--- config.mk ---
export PLATFORM = sky130hd
export DESIGN_NAME = rx_packet_reader
export DESIGN_NICKNAME = d
export VERILOG_FILES = /design/src/rx_buf_pkg.sv /design/src/rx_packet_reader.sv
export SDC_FILE = /design/constraint.sdc
export NUM_CORES = 1
export LEC_CHECK = 0
export ABC_AREA = 1
export BUFFER_PORTS_ARGS = -buffer_cell sky130_fd_sc_hd__buf_2
export CORE_MARGIN = 2
export CORE_UTILIZATION = 42
export CTS_CLUSTER_DIAMETER = 120
export DETAILED_ROUTE_END_ITERATION = 7
export PLACE_DENSITY = 0.66
export SKIP_LAST_GASP = 1
export SLEW_MARGIN = 15
export SYNTH_ARGS = -nofsm -noshare
export SYNTH_HDL_FRONTEND = slang
export SYNTH_SLANG_ARGS = --single-unit
--- constraint.sdc ---
create_clock -name i_clk -period 1.7 [get_ports i_clk]
set_clock_uncertainty 0.05 [all_clocks]
set_input_delay 0.17 -clock i_clk [delete_from_list [all_inputs] [get_ports i_clk]]
set_output_delay 0.17 -clock i_clk [all_outputs]
set_load 0.01 [all_outputs]
--- src/rx_buf_pkg.sv ---
package rx_buf_pkg;

    // accepted frame length in 16-bit words, crc included
    localparam logic [9:0] MIN_WORDS = 10'd32;
    localparam logic [9:0] MAX_WORDS = 10'd761;

    // fcs takes the last two words of every frame
    localparam logic [9:0] CRC_WORDS = 10'd2;

    // read side states
    typedef enum logic [1:0]
    {
        RD_IDLE,
        RD_START,
        RD_DATA,
        RD_DONE
    } rd_state_e;

endpackage

--- src/rx_packet_reader.sv ---
module rx_packet_reader
#(
    parameter int ADDR_W = 10
)
(
    input  logic              i_clk,
    input  logic              i_rst_n,
    input  logic              i_desc_valid,
    input  logic [ADDR_W-1:0] i_desc_head,
    input  logic [9:0]        i_desc_len,
    input  logic [15:0]       i_rd_data,
    output logic              o_desc_pop,
    output logic              o_rd_en,
    output logic [ADDR_W-1:0] o_rd_addr,
    output logic [15:0]       o_data,
    output logic              o_data_valid,
    output logic [ADDR_W-1:0] o_recv_addr
);

    rx_buf_pkg::rd_state_e state;
    rx_buf_pkg::rd_state_e state_nx;
    logic [ADDR_W-1:0]     addr;
    logic [9:0]            remain;

    // descriptor taken in the start state
    assign o_desc_pop = (state == rx_buf_pkg::RD_START);
    assign o_rd_en    = (state == rx_buf_pkg::RD_DATA);
    assign o_rd_addr  = addr;
    // ram output lines up with the delayed valid
    assign o_data     = i_rd_data;

    always_comb
    begin
        state_nx = state;
        case (state)
            rx_buf_pkg::RD_IDLE:
                if (i_desc_valid)
                    state_nx = rx_buf_pkg::RD_START;
            rx_buf_pkg::RD_START:
                state_nx = rx_buf_pkg::RD_DATA;
            rx_buf_pkg::RD_DATA:
                // last payload word, crc words never read
                if (remain == 10'd1)
                    state_nx = rx_buf_pkg::RD_DONE;
            rx_buf_pkg::RD_DONE:
                state_nx = rx_buf_pkg::RD_IDLE;
            default:
                state_nx = rx_buf_pkg::RD_IDLE;
        endcase
    end

    always_ff @(posedge i_clk or negedge i_rst_n)
    begin
        if (!i_rst_n)
        begin
            state        <= rx_buf_pkg::RD_IDLE;
            addr         <= '0;
            remain       <= '0;
            o_data_valid <= 1'b0;
            o_recv_addr  <= '0;
        end
        else
        begin
            state <= state_nx;
            if (state == rx_buf_pkg::RD_START)
            begin
                addr   <= i_desc_head;
                remain <= i_desc_len - rx_buf_pkg::CRC_WORDS;
            end
            else if (state == rx_buf_pkg::RD_DATA)
            begin
                // wraps at the end of the buffer
                addr   <= addr + 1'b1;
                remain <= remain - 1'b1;
            end
            o_data_valid <= o_rd_en;
            // word index within the frame
            o_recv_addr  <= o_data_valid ? o_recv_addr + 1'b1 : '0;
        end
    end

    a_no_data_in_idle: assert property (@(posedge i_clk) disable iff (!i_rst_n)
        o_data_valid |-> (state != rx_buf_pkg::RD_IDLE))
        else $error("reader: data valid while idle");

endmodule

==> results.json <==
{
  "status": "finished clean",
  "seq_area_frac_synth": 0.372,
  "area_growth_pct": 12.7,
  "synth_top_area_frac": 0.372,
  "cts_buffer_depth": 2,
  "hold_depth": 3,
  "drv_cap": 0,
  "wl_per_cell_um": 11.3,
  "h-tree-depth": 2,
  "cts_setup_buffers": 0,
  "drtAntennaViolNets": 0,
  "synth.most_common_cell": "nand2_1",
  "synth-edff-count": 0,
  "critPathArrivalTime_ps": 1370,
  "switchingPower_mw": 2.09,
  "critical_path_required_ps": 1480,
  "grt_pass1_vias": 1892,
  "max_stage_delay_ps": 400,
  "syn-cell-area_sq_mm": 0.00222,
  "synth_ff_type": "dfrtp_1",
  "placed_area_sq_mm": 0.00241,
  "synth_fp_nets": 368,
  "clkTransAtPathRegs_ps": 70,
  "postSynth.asyncResetShare": 1.00,
  "dieArea_sq_mm": 0.00588,
  "yosys_warnings": 0,
  "pwr-share-comb": 0.555,
  "crit_type": "flop to output port",
  "sequentialPowerShare": 0.321,
  "cp_max_fo": 18,
  "die_w_um": 76.7,
  "port_buffers": 45,
  "endpoint_kind": "output port",
  "synth_area_leaders": "dfrtp_1 (37%), nand2_1 (15%), inv_1 (6.6%), buf_4 (6.1%), nor2_1 (5.9%)",
  "hpwl_mm": 3.49,
  "grt_max_degree": 34,
  "rows": 26,
  "grt_pass1_wl_mm": 8.53,
  "yosys.area.top_type": "dfrtp_1",
  "grt.overflow.total": 0,
  "holdWs_ps": 67.4,
  "fin_util": 0.489,
  "finalCriticalPeriod_ps": 1590,
  "whs_endpoint": "remain[0]",
  "tns_ps": 0,
  "drc_errors": 0,
  "setup_ws_ps": 106,
  "power_frac_clock": 0.125,
  "min-delay-start": "i_desc_len[0]",
  "first_iter_violations": 76,
  "start_util": 0.434,
  "clock_latency_ps": 290,
  "powerDensity_mw_per_mm2": 1740,
  "ir_worst_vdd_mv": 0.783,
  "tightest_slew_ps": 443,
  "final_area_sq_mm": 0.00250,
  "period_share": 0.938,
  "gp_congestion": 0.788,
  "relSlewSlack": 0.705,
  "dp_slack_ps": 161,
  "dr_total_vias": 2034,
  "multi_input_area_sq_mm": 0.00108,
  "grt_util_all_layers": 0.178,
  "drv_slew": 0,
  "cts_tree": "yes",
  "io_pins": 78,
  "syn_inst": 321,
  "ys_types": 26,
  "rsz0062_at_grt": "false",
  "power.leakage_nw": 1.34,
  "finalNetCount": 403,
  "crit_chain": "inv_1 > ha_1 > buf_4 > buf_2",
  "chipHeight_um": 76.7,
  "synth-seq-cells": 33,
  "regArea_sq_um": 826,
  "clk_root_buffer_cell": "clkbuf_8",
  "hold_class": "input pin to flop",
  "regToRegEndpoint": "remain[2]",
  "core_sq_mm": 0.00511,
  "routed_wl_mm": 4.80,
  "r2r_start": "state[0]",
  "p_int_mw": 2.26,
  "fillers": 506,
  "cp-start-kind": "flop",
  "swShare": 0.481,
  "dr.pass1.iters": 4,
  "r2r_cells": 5,
  "via_per_inst": 4.79,
  "setup_violations": 0,
  "hold_viol": 0,
  "worst_path_max_delay_cell": "dfrtp_1",
  "cts_sinks": 33,
  "cts_buffers": 5,
  "final_layout_size_suffix_gt1_frac": 0.194,
  "fmax_ghz": 0.627,
  "rrSetupSlack_ps": 170,
  "antenna_found_initial": 0,
  "diodes": 0,
  "postSynthAreaPerCell_sq_um": 6.91,
  "synth_common_cells": "nand2_1 (90), inv_1 (39), nor2_1 (35)"
}
-- layer usage --
metal  routed length [um]  global-route usage  share of wire  up-vias
met4                   69              0.0745          0.014        0
met2                 2120               0.279           0.44       47
li1                     -                   -              -     1068
met3                  219              0.0271          0.046        9
met1                 2390               0.245           0.50      910
met5                    0                   0              0        -
-- cells by family (layout without fill, tap and decap cells) --
group | Yosys count | in the layout | share of synthesized area
and+or+nand+nor | 166 | 166 | 0.315
buffers and inverters | 65 | 99 | 0.143
AOI/OAI and AO/OA | 44 | 44 | 0.105
DFF | 33 | 33 | 0.372
adders and majority gates | 8 | 8 | 0.0451
xor gates and xnor gates | 5 | 5 | 0.0197
-- flip-flops by register name, indices dropped and copies added, names as in the netlist --
signal and count:
o_rd_addr 10, o_recv_addr 10, remain 10, state 2
o_data_valid 1
-- cells in the final DEF (no fill, tap or decap) --
| master | count |
|---|---|
| a21oi_1 | 10 |
| a21oi_2 | 1 |
| a32o_1 | 1 |
| buf_2 | 45 |
| buf_4 | 6 |
| clkbuf_8 | 5 |
| clkinv_2 | 1 |
| dfrtp_1 | 33 |
| dlygate4sd3_1 | 1 |
| ha_1 | 8 |
| inv_1 | 39 |
| inv_2 | 2 |
| nand2_1 | 90 |
| nand2_2 | 3 |
| nand3_1 | 23 |
| nand4_1 | 2 |
| nor2_1 | 34 |
| nor2_2 | 4 |
| nor3_1 | 7 |
| nor3_4 | 1 |
| nor4_1 | 1 |
| o211ai_1 | 1 |
| o21ai_0 | 25 |
| o21ai_1 | 4 |
| o22ai_1 | 2 |
| or2_2 | 1 |
| xnor2_1 | 3 |
| xor2_1 | 2 |
-- power by group through the flow --
stage / logic, mW / clock network, mW / registers, mW
2_1_floorplan: 1.75 / 0 / 1.41
3_3_place_gp: 2.38 / 0 / 1.40
3_5_place_dp: 2.41 / 0 / 1.40
4_1_cts: 2.42 / 0.560 / 1.39
5_1_grt: 2.83 / 0.601 / 1.45
6_report: 2.41 / 0.541 / 1.39
-- worst max-delay path by stage --
stage,cells after the start,end,from
3_3_place_gp,9,o_rd_addr[8],state[1]
5_1_grt,4,o_desc_pop,state[1]
6_report,4,o_desc_pop,state[1]
4_1_cts,4,o_desc_pop,state[1]
2_1_floorplan,7,o_rd_addr[7],state[0]
3_5_place_dp,9,o_rd_addr[8],state[1]
-- per-stage QoR --
stage / instances / power, mW
2_1_floorplan: 321 / 3.17
3_5_place_dp: 418 / 3.81
6_report: 425 / 4.35
5_1_grt: 425 / 4.88
3_3_place_gp: 418 / 3.77
4_1_cts: 425 / 4.37
-- critical path, delay by kind of cell, from the launching register on --
| family | cells | cell delay [ps] |
|---|---|---|
| adders and majority gates | 1 | 190 |
| buffers and inverters | 3 | 500 |
| DFF | 1 | 400 |
-- cell type report --
| type | instances | share of cell area |
|---|---|---|
| multi-input combinational | 223 | 0.431 |
| sequential | 33 | 0.330 |
| timing repair buffer | 52 | 0.112 |
| inverter | 41 | 0.0616 |
| tap | 70 | 0.0350 |
| clock buffer | 5 | 0.0275 |
| clock inverter | 1 | 0.00200 |
-- repair_timing --
action | in CTS | in global routing
hold buffers | 1 | 0
endpoints found under the setup margin | 0 | 1
gates resized for setup | 0 | 1
hold endpoints to repair | 33 | 0
Power figures use the tool's default switching activity.
