<file path="config.mk">
export PLATFORM = sky130hd
export DESIGN_NAME = rx_nibble_framer
export DESIGN_NICKNAME = d
export VERILOG_FILES = /design/src/eth_rx_pkg.sv /design/src/rx_nibble_framer.sv
export SDC_FILE = /design/constraint.sdc
export NUM_CORES = 1
export LEC_CHECK = 0
export ABC_AREA = 1
export BUFFER_PORTS_ARGS = -buffer_cell sky130_fd_sc_hd__buf_2
export CAP_MARGIN = 15
export CORE_MARGIN = 3
export CORE_UTILIZATION = 45
export CTS_CLUSTER_SIZE = 16
export DETAILED_ROUTE_END_ITERATION = 10
export PLACE_DENSITY = 0.77
export RECOVER_POWER = 50
export SLEW_MARGIN = 5
export SYNTH_ARGS = -nofsm -noshare
export SYNTH_HDL_FRONTEND = slang
export SYNTH_SLANG_ARGS = --single-unit
</file>
<file path="constraint.sdc">
create_clock -name i_clk -period 1.31 [get_ports i_clk]
set_clock_uncertainty 0.15 [all_clocks]
set_input_delay 0.1965 -clock i_clk [delete_from_list [all_inputs] [get_ports i_clk]]
set_output_delay 0.1965 -clock i_clk [all_outputs]
set_load 0.05 [all_outputs]
</file>
<file path="src/eth_rx_pkg.sv">
package eth_rx_pkg;

    // start-of-frame delimiter nibble, ends the run of 4'h5 preamble nibbles
    localparam logic [3:0]  SFD_NIBBLE     = 4'hD;

    // preamble nibbles before the framer gives up
    localparam logic [15:0] PREAMBLE_LIMIT = 16'd18;

    // reflected ieee 802.3 polynomial
    localparam logic [31:0] CRC_POLY_REFL  = 32'hEDB88320;

    // register value after data plus good fcs, no final inversion
    localparam logic [31:0] CRC_RESIDUE    = 32'hDEBB20E3;

    // line side receive states
    typedef enum logic [2:0]
    {
        IDLE,
        PREAMBLE,
        NIB0,
        NIB1,
        NIB2,
        NIB3
    } rx_state_e;

endpackage

</file>
<file path="src/rx_nibble_framer.sv">
module rx_nibble_framer
(
    input  logic        i_clk,
    input  logic        i_rst_n,
    input  logic        i_init_done,
    input  logic        i_rx_dv,
    input  logic [3:0]  i_rx_nibble,
    output logic        o_frame_start,
    output logic [15:0] o_word,
    output logic        o_word_valid,
    output logic        o_frame_end
);

    eth_rx_pkg::rx_state_e state;
    eth_rx_pkg::rx_state_e state_nx;
    logic                  dv_d;
    logic [15:0]           pre_cnt;
    logic                  pre_timeout;
    logic                  data_st;
    logic [15:0]           word_q;

    // any of the four nibble slots
    assign data_st = (state == eth_rx_pkg::NIB0) || (state == eth_rx_pkg::NIB1) ||
                     (state == eth_rx_pkg::NIB2) || (state == eth_rx_pkg::NIB3);

    assign pre_timeout = (pre_cnt == eth_rx_pkg::PREAMBLE_LIMIT);

    // sfd consumed this cycle, timeout wins
    assign o_frame_start = (state == eth_rx_pkg::PREAMBLE) && !pre_timeout && i_rx_dv &&
                           (i_rx_nibble == eth_rx_pkg::SFD_NIBBLE);

    assign o_word = word_q;

    always_comb
    begin
        state_nx = state;
        case (state)
            eth_rx_pkg::IDLE:
                // only a fresh rising edge of dv opens a frame
                if (i_init_done && i_rx_dv && !dv_d)
                    state_nx = eth_rx_pkg::PREAMBLE;
            eth_rx_pkg::PREAMBLE:
                if (pre_timeout || !i_rx_dv)
                    state_nx = eth_rx_pkg::IDLE;
                else if (o_frame_start)
                    state_nx = eth_rx_pkg::NIB0;
            eth_rx_pkg::NIB0:
                state_nx = i_rx_dv ? eth_rx_pkg::NIB1 : eth_rx_pkg::IDLE;
            eth_rx_pkg::NIB1:
                state_nx = i_rx_dv ? eth_rx_pkg::NIB2 : eth_rx_pkg::IDLE;
            eth_rx_pkg::NIB2:
                state_nx = i_rx_dv ? eth_rx_pkg::NIB3 : eth_rx_pkg::IDLE;
            eth_rx_pkg::NIB3:
                state_nx = i_rx_dv ? eth_rx_pkg::NIB0 : eth_rx_pkg::IDLE;
            default:
                state_nx = eth_rx_pkg::IDLE;
        endcase
    end

    always_ff @(posedge i_clk or negedge i_rst_n)
    begin
        if (!i_rst_n)
        begin
            state        <= eth_rx_pkg::IDLE;
            dv_d         <= 1'b0;
            pre_cnt      <= '0;
            o_word_valid <= 1'b0;
            o_frame_end  <= 1'b0;
        end
        else
        begin
            state   <= state_nx;
            dv_d    <= i_rx_dv;
            // preamble length, cleared outside preamble
            pre_cnt <= (state == eth_rx_pkg::PREAMBLE) ? pre_cnt + 1'b1 : '0;
            // word complete after the fourth nibble
            o_word_valid <= (state == eth_rx_pkg::NIB3) && i_rx_dv;
            // registered so it trails the last word by a cycle
            o_frame_end  <= data_st && !i_rx_dv;
        end
    end

    // nibble placement within the word, low nibble of each byte first
    always_ff @(posedge i_clk)
    begin
        if (i_rx_dv)
        begin
            case (state)
                eth_rx_pkg::NIB0: word_q[11:8]  <= i_rx_nibble;
                eth_rx_pkg::NIB1: word_q[15:12] <= i_rx_nibble;
                eth_rx_pkg::NIB2: word_q[3:0]   <= i_rx_nibble;
                eth_rx_pkg::NIB3: word_q[7:4]   <= i_rx_nibble;
                default:          word_q        <= word_q;
            endcase
        end
    end

    // a word only ever follows a data nibble
    a_no_word_outside_data: assert property (@(posedge i_clk) disable iff (!i_rst_n)
        o_word_valid |-> !(state inside {eth_rx_pkg::IDLE, eth_rx_pkg::PREAMBLE}))
        else $error("framer: word valid in idle or preamble");

endmodule

</file>
==> impl_results.md <==
* Status: finished, violations left
* Failing checks: setup timing
* Initial antenna violation count at 0
* Ports at 27
* Reg2reg setup slack at -0.27 ns
* Critical path capture point type: primary output
* Starting Density at 49.0%
* CP Data Arrival Time at 1.48 ns
* Clock buffer depth at 2
* GPL Wtd Cong at 0.938
* Residual DRC at 0
* Critical Path Start Type: flip-flop
* Fillers at 184
* Register area share after synthesis at 59.8%
* Mapped Cells at 180
* Worst-Margin Slew at 0.567 ns
* Worst r2r path cells at 8
* CP Cell Sequence: nor2_1, nand2_1, nor2_2, nand2_1, nand2_2, nor2_4, buf_6
* Grt ovf at 0
* Clk sinks at 38
* Area occupied by multi-input gates at 902 sq um
* Fin. Hold Viols at 0
* Utilization after layout at 80.6%
* CP Max Fanout at 2
* Synth top area cells: dfrtp_1, edfxtp_1, nand2_1
* Iter 0 DRT Violations at 136
* Hold Startpoint: i_init_done
* Worst path most repeated cell: nand2_1
* # port buffers at 26
* Fin crit share at 140%
* Syn. warnings at 0
* Hold Crit Class: primary input to flip-flop
* Peak Freq at 0.547 GHz
* VDD IR-drop max at 1.13 mV
* Largest net degree at the start of global routing at 23
* Post-synth top area share at 31.9%
* Crit path max-delay family: simple AND/OR/NAND/NOR gates
* Synth Area per Inst at 9.59 sq um
* Relative slew slack at 62.2%
* Share of layout cells above drive strength 1 at 57.2%
* Area leader, netlist: dfrtp_1
* Root Driver: clkbuf_8
* Synthesized area at 0.00173 sq mm
* Period minus WS final at 1.83 ns
* Fin nets at 278
* Drt total wl at 5870 microns
* RSZ-0062 raised after global routing: true
* Gr usage total at 22.7%
* Worst path buffer plus inverter count at 1
* # setup viols final at 35
* Power per cell area at 1490 mW/mm^2
* Vias in the first global route at 1568
* Min-Delay Endpoint: state[0]
* Syn_nets at 190
* Reg clk slew, reported paths at 0.08 ns
* Sequential Area at 0.00103 sq mm
* Overall Power at 4.23 mW
* Final Max Tran Viols at 0
* Critical path type: flip-flop to primary output
* Die width at 67.9 microns
* Worst skew pair latency at 0.30 ns
* DP HPWL at 2760 microns
* Num CTS Buffers at 5
* FF-to-FF End: state[0]
* Via count at 1717
* Die Height at 67.9 microns
* Max-cap violation count at 0
* Core Area at 0.00352 sq mm
* Avg Vias per Cell at 5.45
* Area grow syn2layout at 64.5%
* N_diodes at 0
* Slowest library cell on the worst path: dfrtp_1
* CTS tree: done
* Min-Delay Path Depth at 3
* Die area at 0.00461 sq mm
* Req. time, crit path at 0.96 ns
* Post-route ant nets at 0
* Netlist cell types at 24
* H-tree depth at 2
* Row cnt at 21
* CP max stage delay at 0.40 ns
* Post-route setup slack at -0.519 ns
* Seq cells post-synth at 38
* LEAKAGE at 1.25 nW
* DR WL/cell at 18.6 microns
* DRT Pass-1 Iters at 5
* First-pass GRT wire length at 7450 microns
* Reg2Reg Launch Point: state[2]
logic make-up (layout without fill, tap and decap cells):
| group | after synthesis | in the layout | synth area share [%] |
|---|---|---|---|
| simple gates | 95 | 95 | 26.3 |
| flops | 38 | 38 | 59.8 |
| buf+inv | 25 | 114 | 5.51 |
| compound gates | 20 | 20 | 6.96 |
| fa+ha+maj | 2 | 2 | 1.45 |
how the worst max path moves through the flow:
stage,startpoint,cells after the start,to
3_3_place_gp,pre_cnt[1],7,o_frame_start
5_1_grt,pre_cnt[11],7,o_frame_start
2_1_floorplan,pre_cnt[0],7,o_frame_start
6_report,pre_cnt[10],7,o_frame_start
4_1_cts,pre_cnt[0],8,o_frame_start
3_5_place_dp,pre_cnt[1],8,pre_cnt[12]
state kept, by name (all words and copies together) (netlist names):
name and count:
o_word_valid 1, state 3, o_frame_end 1, o_word 16, dv_d 1, pre_cnt 16
final cells by class:
type / instances / area share [%]
Clock inverter: 3 / 2.42
Tap cell: 46 / 2.03
Timing Repair Buffer: 81 / 21.2
Clock buffer: 5 / 2.42
Inverter: 25 / 3.79
Sequential cell: 38 / 36.4
Multi-Input combinational cell: 117 / 31.8
worst register-to-register path, delay by kind of cell, from the launching register on:
kind                   cells  cell delay [ns]
AOI/OAI and AO/OA          1             0.10
buffers and inverters      4             0.45
DFF                        1             0.45
and+or+nand+nor            3             0.37
synth_stat cells:
master / n
nand2_1: 34
nand4_1: 3
a31oi_1: 2
nand3_4: 1
inv_1: 23
ha_1: 2
clkinv_2: 1
nor2_1: 29
nand3_2: 1
o21ai_1: 1
o21ai_0: 5
nor2_2: 1
nor3_1: 7
dfrtp_1: 22
clkinv_1: 1
a21oi_1: 8
nand3b_1: 2
nor2_4: 4
o21a_1: 1
a21oi_2: 2
edfxtp_1: 16
a211oi_2: 1
nand2_2: 4
nand3_1: 9
timing repair:
action                     4_1_cts  5_1_grt
setup endpoints to repair       33       35
pin swaps                        9       23
gates resized for setup         43       57
buffers inserted                 7       15
hold buffers                     1        0
hold endpoints to repair        22        0
per-stage QoR:
stage	std cells	setup WS (ns)	TNS, ns	hold slack, ns	instance area, sq um
finish	315	-0.519	-6.53	0.0917	2840
global route	315	-0.574	-7.81	0.129	2840
CTS	305	-0.411	-3.56	0.00196	2560
floorplan	180	-0.146	-0.181	-0.249	1750
detailed placement	291	-0.212	-3.48	0.0418	2230
global placement	291	-0.196	-2.68	0.0423	2230
cell usage in the layout (no fill, tap or decap), drive strengths merged, types with 3 or more instances in the layout:
cell type / count
nand3: 11
o21ai: 6
nand4: 3
nand2: 38
dfrtp: 22
inv: 24
edfxtp: 16
nor2: 34
buf: 71
clkbuf: 14
a21oi: 10
nor3: 7
report_power, final:
group,switching [mW],total [mW],internal (mW)
clock,0.459,1.22,0.763
combinational,0.933,1.60,0.669
sequential,0.0648,1.40,1.34
total,1.46,4.23,2.77
routing by layer:
metal	vias to the layer above	share of wire [%]	global-route usage, %
met5	-	0	0
met4	0	4.3	10.7
met3	25	7.8	5.09
met2	104	50	37.7
met1	825	38	28.0
li1	763	-	-
(Power assumes the default switching activity.)
