==> config.mk <==
export PLATFORM = sky130hd
export DESIGN_NAME = rx_crc_check
export DESIGN_NICKNAME = d
export VERILOG_FILES = /design/src/eth_rx_pkg.sv /design/src/rx_crc_check.sv
export SDC_FILE = /design/constraint.sdc
export NUM_CORES = 1
export LEC_CHECK = 0
export BUFFER_PORTS_ARGS = -buffer_cell sky130_fd_sc_hd__buf_4
export CAP_MARGIN = 10
export CELL_PAD_IN_SITES_DETAIL_PLACEMENT = 1
export CELL_PAD_IN_SITES_GLOBAL_PLACEMENT = 2
export CORE_AREA = 2 2 119 75
export DETAILED_ROUTE_END_ITERATION = 16
export DIE_AREA = 0 0 121 77
export GPL_TIMING_DRIVEN = 0
export PLACE_DENSITY_LB_ADDON = 0.1
export SYNTH_ARGS = -nofsm -noshare
export SYNTH_HDL_FRONTEND = slang
export SYNTH_SLANG_ARGS = --single-unit
==> constraint.sdc <==
create_clock -name i_clk -period 2.6 [get_ports i_clk]
set_input_delay 0.26 -clock i_clk [delete_from_list [all_inputs] [get_ports i_clk]]
set_output_delay 0.26 -clock i_clk [all_outputs]
set_load 0.03 [all_outputs]
==> src/eth_rx_pkg.sv <==
package eth_rx_pkg;

    // start-of-frame delimiter nibble, ends the run of 4'h5 preamble nibbles
    localparam logic [3:0]  SFD_NIBBLE     = 4'hD;

    // preamble nibbles before the framer gives up
    localparam logic [15:0] PREAMBLE_LIMIT = 16'd18;

    // reflected ieee 802.3 polynomial
    localparam logic [31:0] CRC_POLY_REFL  = 32'hEDB88320;

    // register value after data plus good fcs, no final inversion
    localparam logic [31:0] CRC_RESIDUE    = 32'hDEBB20E3;

    // line side receive states
    typedef enum logic [2:0]
    {
        IDLE,
        PREAMBLE,
        NIB0,
        NIB1,
        NIB2,
        NIB3
    } rx_state_e;

endpackage

==> src/rx_crc_check.sv <==
module rx_crc_check
(
    input  logic        i_clk,
    input  logic        i_rst_n,
    input  logic        i_frame_start,
    input  logic [15:0] i_word,
    input  logic        i_word_valid,
    output logic        o_crc_ok
);

    logic [31:0] crc;

    // one byte through the reflected crc, lsb first
    function automatic logic [31:0] crc_byte(input logic [31:0] crc_in, input logic [7:0] data);
        logic [31:0] c;
        c = crc_in;
        for (int i = 0; i < 8; i++)
        begin
            if (c[0] ^ data[i])
                c = (c >> 1) ^ eth_rx_pkg::CRC_POLY_REFL;
            else
                c = c >> 1;
        end
        return c;
    endfunction

    always_ff @(posedge i_clk or negedge i_rst_n)
    begin
        if (!i_rst_n)
            crc <= '1;
        else if (i_frame_start)
            // preset for the next frame
            crc <= '1;
        else if (i_word_valid)
            // high byte arrived first on the line
            crc <= crc_byte(crc_byte(crc, i_word[15:8]), i_word[7:0]);
    end

    // residue match means data plus fcs is consistent
    assign o_crc_ok = (crc == eth_rx_pkg::CRC_RESIDUE);

endmodule

==> impl_results.md, run 1 <==
- Crit path max-delay cell type: dfstp_2
- DRC: 0
- Mapped cell area: 2960 um2
- Vias: 2153
- Pins Over Slew Limit: 0
- Multi-input gate area: about 2400 um2
- Startpoint Class: flip-flop
- Finished Cell Area: 3920 um2
- Largest reg by FF count: crc
- Chip width: 121 um
- Largest register FFs: 32
- Post-place setup slack: -0.423 ns
- Die ar.: 9320 um2
- ANT nets after route: 0
- Tot GR Track Use: 0.217
- Fmax: between 0.3 and 0.4 GHz
- Vias in the first global route: roughly 2300
- Fill count: approximately 910
- Cells after Synth: between 200 and 300
- Largest net degree at the start of global routing: 33
- Core Util, Final: 0.476
- CTS Buf Count: 5
- Core area: roughly 8000 um2
- Crit-path max FO: 5
- HP Class: primary input to asynchronous set/reset pin
- Clk_skew: 0.00501 ns
- WL final: 9430 um
- Critical Path Max Stage Delay: just over 0.6 ns
- Row cnt: 26
- Worst slew margin: 0.419
- Hold Buf Count CTS: 0
- Vias per inst: 4.94
- Clk slew on worst S/H paths: around 0.06 ns
- Outcome: finished, final reports clean
- Final Hold Fails: 0
- Storage cell area: 841 um2
- Top Layer Used: met4
- Final period util: 0.993
- CTS Root Buffer Type: clkbuf_16
- Worst path required time: 2.81 ns
- Clock Tree Buf Depth: 2
- Critical path capture point type: flip-flop
- Area grow syn2layout: 32.2%
- Met3 WL: ~390 um
- Post-DR wirelength/cell: approximately 22 um
- Hpwl dp: about 7000 um
- Port Buf Inserts: 19
- Crit-path cells: xor2_4 -> xnor3_2 -> xnor2_4 -> xor3_2 -> xor2_2 -> nor2_1 -> a211o_1
- M1 WL: 4790 um
- Number of DRC markers in iteration 0: 87
- Met2 routed WL: 4190 um
- Cell taking the most area after synthesis: dfstp_2
- Worst-skew pair later-pin latency: approximately 0.29 ns
- DR pass1 iterations: 4
- Initial Utilization: 0.360
- WS Path Type: flip-flop to flip-flop
- Global-route wire length before repair: 14400 um
- TritonCTS clock tree: done
- Count of cell types in the netlist: 31
- Seq cells post-synth: 32
- Synth Net Count: 286
- Largest regs: crc (32)
- Number of synthesis warnings: 0
- Final setup violation count: 0
- Top cells by area, synth: dfstp_2 (28%), xnor2_1 (26%), xor2_1 (8.0%), xnor2_4 (5.6%), xnor3_1 (4.6%)
- Most common cell after layout, fill and taps aside: xnor2_1
- I/O pin cnt: 21
- Syn avg cell area: between 10 and 15 um2
- Initial antenna violation count: 0
- CTS H-Tree Depth: 2
- Most frequent cells in the layout: xnor2_1 (80), buf_4 (46), dfstp_2 (32)
- Clock period minus worst slack: about 2.6 ns
- Post-synthesis sequential area ratio: 0.284
- Die height: between 70 and 80 um
- Grt total ovfl: 0
- DP Area: about 3300 um2
- Arr. time, crit path: around 2.8 ns
- RD Place Congestion: 0.833
- Nets: 342
- Worst Tran Pin Value: a little under 0.9 ns
- Worst setup margin: between 0.015 and 0.02 ns
- Layout cells sized above 1: 0.402
- # clock sinks: 32
- RSZ-0062 raised after global routing: yes
- Post-synth top area share: 0.284
- Total of max-cap violations: 0
[worst max-delay path: cells and delay by family (launching register included)]
kind	cells	cell delay, ns
xor gates and xnor gates	5	1.57
DFF	1	0.61
AOI/OAI and AO/OA	1	0.27
and+or+nand+nor	1	0.06
[area by class of cell]
class,instances,area share
multi-input cells,224,0.602
flip-flops and latches,32,0.215
repair buffers,49,0.0990
well taps,112,0.0358
clock buffers,6,0.0355
plain buffers,8,0.00767
clock inverters,2,0.00256
inverters,2,0.00192
diodes,1,0.000639
[per-stage QoR]
step / hold WS (ns) / cells / TNS [ns]
after global routing: 0.271 / 435 / -0.290
after floorplan: 0.112 / 266 / 0
after CTS: 0.258 / 419 / -0.00828
after global placement: 0.511 / 397 / -3.75
after detailed placement: 0.521 / 397 / -3.95
final: 0.229 / 436 / 0
[layer usage]
metal  GRT usage  vias to the layer above
met4      0.0419                        0
met5           0                        -
met1       0.334                     1107
li1            -                      996
met2       0.317                       45
met3      0.0372                        5
[cell families after synthesis]
| family | after synthesis | synth area share |
|---|---|---|
| flip-flops | 32 | 0.284 |
| buffers and inverters | 10 | 0.0127 |
| XOR/XNOR | 140 | 0.527 |
| AND/OR/NAND/NOR | 46 | 0.0845 |
| AO/OA/AOI/OAI | 30 | 0.0646 |
| multiplexers | 8 | 0.0270 |
[cell usage after synthesis]
| library cell | count |
|---|---|
| o21bai_1 | 2 |
| nand4_1 | 2 |
| or2_2 | 1 |
| xnor3_2 | 1 |
| dfstp_2 | 32 |
| a211o_1 | 6 |
| nor2b_1 | 6 |
| xor2_1 | 27 |
| xor3_2 | 2 |
| clkbuf_1 | 8 |
| a21oi_1 | 11 |
| and4b_1 | 3 |
| o211ai_1 | 4 |
| and3_1 | 4 |
| nor4_1 | 2 |
| xnor2_2 | 8 |
| mux2i_1 | 8 |
| a211oi_1 | 1 |
| nand4b_1 | 2 |
| o21ai_0 | 5 |
| nand2_1 | 16 |
| nor3_1 | 5 |
| xnor2_1 | 87 |
| inv_1 | 2 |
| xnor3_1 | 6 |
| nor4b_1 | 1 |
| xor2_4 | 1 |
| a31oi_1 | 1 |
| nor2_1 | 4 |
| xor2_2 | 2 |
| xnor2_4 | 6 |
[path summary, 6_finish.rpt]
path | startpoint | endpoint | slack [ns] | cells past startpoint
min reg2reg | crc[14] | crc[14] | 0.53 | 2
min | i_rst_n | crc[0] | 0.23 | 1
max in group asynchronous | i_rst_n | crc[13] | 2.34 | 1
min in group i_clk | i_word_valid | crc[8] | 0.33 | 3
max reg2reg | crc[1] | crc[29] | 0.02 | 7
max | crc[1] | crc[29] | 0.02 | 7
[repair_timing]
item,CTS,global route
pin swaps,7,12
setup endpoints to repair,19,16
resized for setup,22,12
setup buffers,14,16
endpoints found under the hold margin,0,0
Power of run 1 is left out: the tool's default activity adds up to more than one toggle a clock period on the data nets, which glitch-free logic cannot reach.
==> run 2: changes to the inputs <==
- CORE_AREA: 2 2 119 75 -> 3 3 120 76
- CTS_BUF_LIST: unset -> sky130_fd_sc_hd__clkbuf_4 sky130_fd_sc_hd__clkbuf_8 sky130_fd_sc_hd__clkbuf_16
- DIE_AREA: 0 0 121 77 -> 0 0 123 79
==> run 2 against run 1 <==
Compared with the run above:
- clock-buffer cell count up 1
- highest routed layer unchanged
- core utilization is 2.0 points higher
- first-iteration DRC count increased by 40%
- register-to-register slack gained 0.02 ns
- sequential share of layout area about the same
- clock skew decreased by 0.00068 ns
- global-route usage shrank 0.60 points
- non-clock buffer count is 4 lower
- hold slack better by 0.0097 ns
- fmax rose by 0.64%
- largest cell class unchanged
- critical path type unchanged
==> impl_results.md, run 2 (synthesized netlist as in run 1, its figures left out) <==
- Worst R2R End: crc[23]
- I/O pin cnt: 21
- CTS H-Tree Depth: 2
- Number of DRC markers in iteration 0: about 120
- Outcome: finished, final reports clean
- R2R Setup Slk: 0.04 ns
- Die height: 79 um
- Largest net degree at the start of global routing: 33
- TritonCTS clock tree: done
- Clk_skew: approximately 0.0043 ns
- Fill count: ~830
- Chip width: ~120 um
- Total of max-cap violations: 0
- Most frequent cells in the layout: xnor2_1 (77), buf_4 (42), dfstp_2 (32)
- Final setup violation count: 0
- Arr. time, crit path: 2.78 ns
- Largest register FFs: 32
- RD Place Congestion: 0.869
- Worst reg-to-reg path cell count: 8
- Row cnt: 25
- CTS Buf Count: 5
- Worst-skew pair later-pin latency: a little under 0.3 ns
- Initial antenna violation count: 0
- # clock sinks: 32
- ANT nets after route: 0
- Most common cell after layout, fill and taps aside: xnor2_1
- Tot GR Track Use: 0.211
- Worst R2R Start: crc[2]
- Hpwl dp: 6820 um
- Layout cells sized above 1: 0.399
- Hold Buf Count CTS: 0
- DRC: 0
- Largest regs: crc (32)
- RSZ-0062 raised after global routing: yes
- Post-DR wirelength/cell: 22.4 um
- Worst Tran Pin Value: 0.801 ns
- Initial Utilization: 0.374
- Nets: about 340
- WS Path Type: flip-flop to flip-flop
- Grt total ovfl: 0
- Core area: between 7000 and 8000 um2
- Worst path required time: 2.81 ns
- Clock Tree Buf Depth: 2
- Ant diodes: 0
- HP Class: primary input to asynchronous set/reset pin
- Worst slew margin: 0.462
- Area grow syn2layout: 32.3%
- WL final: 9530 um
- Clock period minus worst slack: ~2.6 ns
- Clk slew on worst S/H paths: 0.05 ns
- Worst setup margin: 0.0359 ns
- Post-place setup slack: -0.341 ns
- Port Buf Inserts: 19
- Largest reg by FF count: crc
- Die ar.: just under 10000 um2
- Vias in the first global route: approximately 2200
- Startpoint Class: flip-flop
- Global-route wire length before repair: about 15000 um
- CTS Root Buffer Type: clkbuf_16
- Crit-path max FO: 7
- Pins Over Slew Limit: 0
- Final period util: 0.986
- Fmax: between 0.3 and 0.4 GHz
- Critical path capture point type: flip-flop
- Vias per inst: 4.94
- Final Hold Fails: 0
- Vias: 2105
- DR pass1 iterations: 4
==> run 2: routing by layer <==
metal | global-route usage | share of wire
met5 | 0 | 0
met1 | 0.327 | 0.51
met2 | 0.305 | 0.43
met4 | 0.0420 | 0.0067
met3 | 0.0377 | 0.053
==> run 2: how the worst max path moves through the flow <==
stage | start | end | slack, ns | cells after the start
after floorplan | crc[3] | crc[21] | 0.05 | 7
after CTS | crc[4] | crc[22] | 0.02 | 8
after global placement | crc[0] | crc[26] | -0.39 | 7
after detailed placement | crc[0] | crc[26] | -0.34 | 7
after global routing | crc[3] | crc[7] | -0.05 | 8
final | crc[2] | crc[23] | 0.04 | 8
==> run 2: cell type report <==
cell class	instances	area [um2]	area share
Clock buffer	7	153	0.0389
Sequential cell	32	841	0.214
Timing Repair Buffer	45	367	0.0935
Buffer	8	30.0	0.00766
Inverter	2	7.51	0.00191
Multi-Input combinational cell	224	2390	0.609
Tap cell	108	135	0.0345
==> run 2: repair_timing <==
| item | 4_1_cts | 5_1_grt |
|---|---|---|
| endpoints found under the setup margin | 17 | 15 |
| gates cloned | 0 | 0 |
| pin swaps | 8 | 11 |
| resized for setup | 22 | 14 |
| buffers inserted | 9 | 17 |
==> run 2: critical path, cell delays in order, from the launching register on <==
cell	delay (ns)
dfstp_2	0.58
xnor2_4	0.21
xor3_2	0.58
xor2_4	0.18
buf_12	0.16
xnor2_4	0.14
buf_4	0.21
xnor2_1	0.13
a211o_1	0.30
==> run 2: through the flow <==
| stage | setup TNS [ns] | cell area, um2 | hold WS (ns) | util | instances |
|---|---|---|---|---|---|
| 2_1_floorplan | 0 | 2970 | 0.112 | - | 266 |
| 3_3_place_gp | -3.59 | 3250 | 0.510 | 0.410 | 393 |
| 3_5_place_dp | -3.32 | 3250 | 0.516 | 0.410 | 393 |
| 4_1_cts | 0 | 3660 | 0.261 | 0.463 | 409 |
| 5_1_grt | -0.122 | 3920 | 0.284 | 0.495 | 426 |
| 6_report | 0 | 3920 | 0.239 | 0.495 | 426 |
Power of run 2 is left out for the same reason.
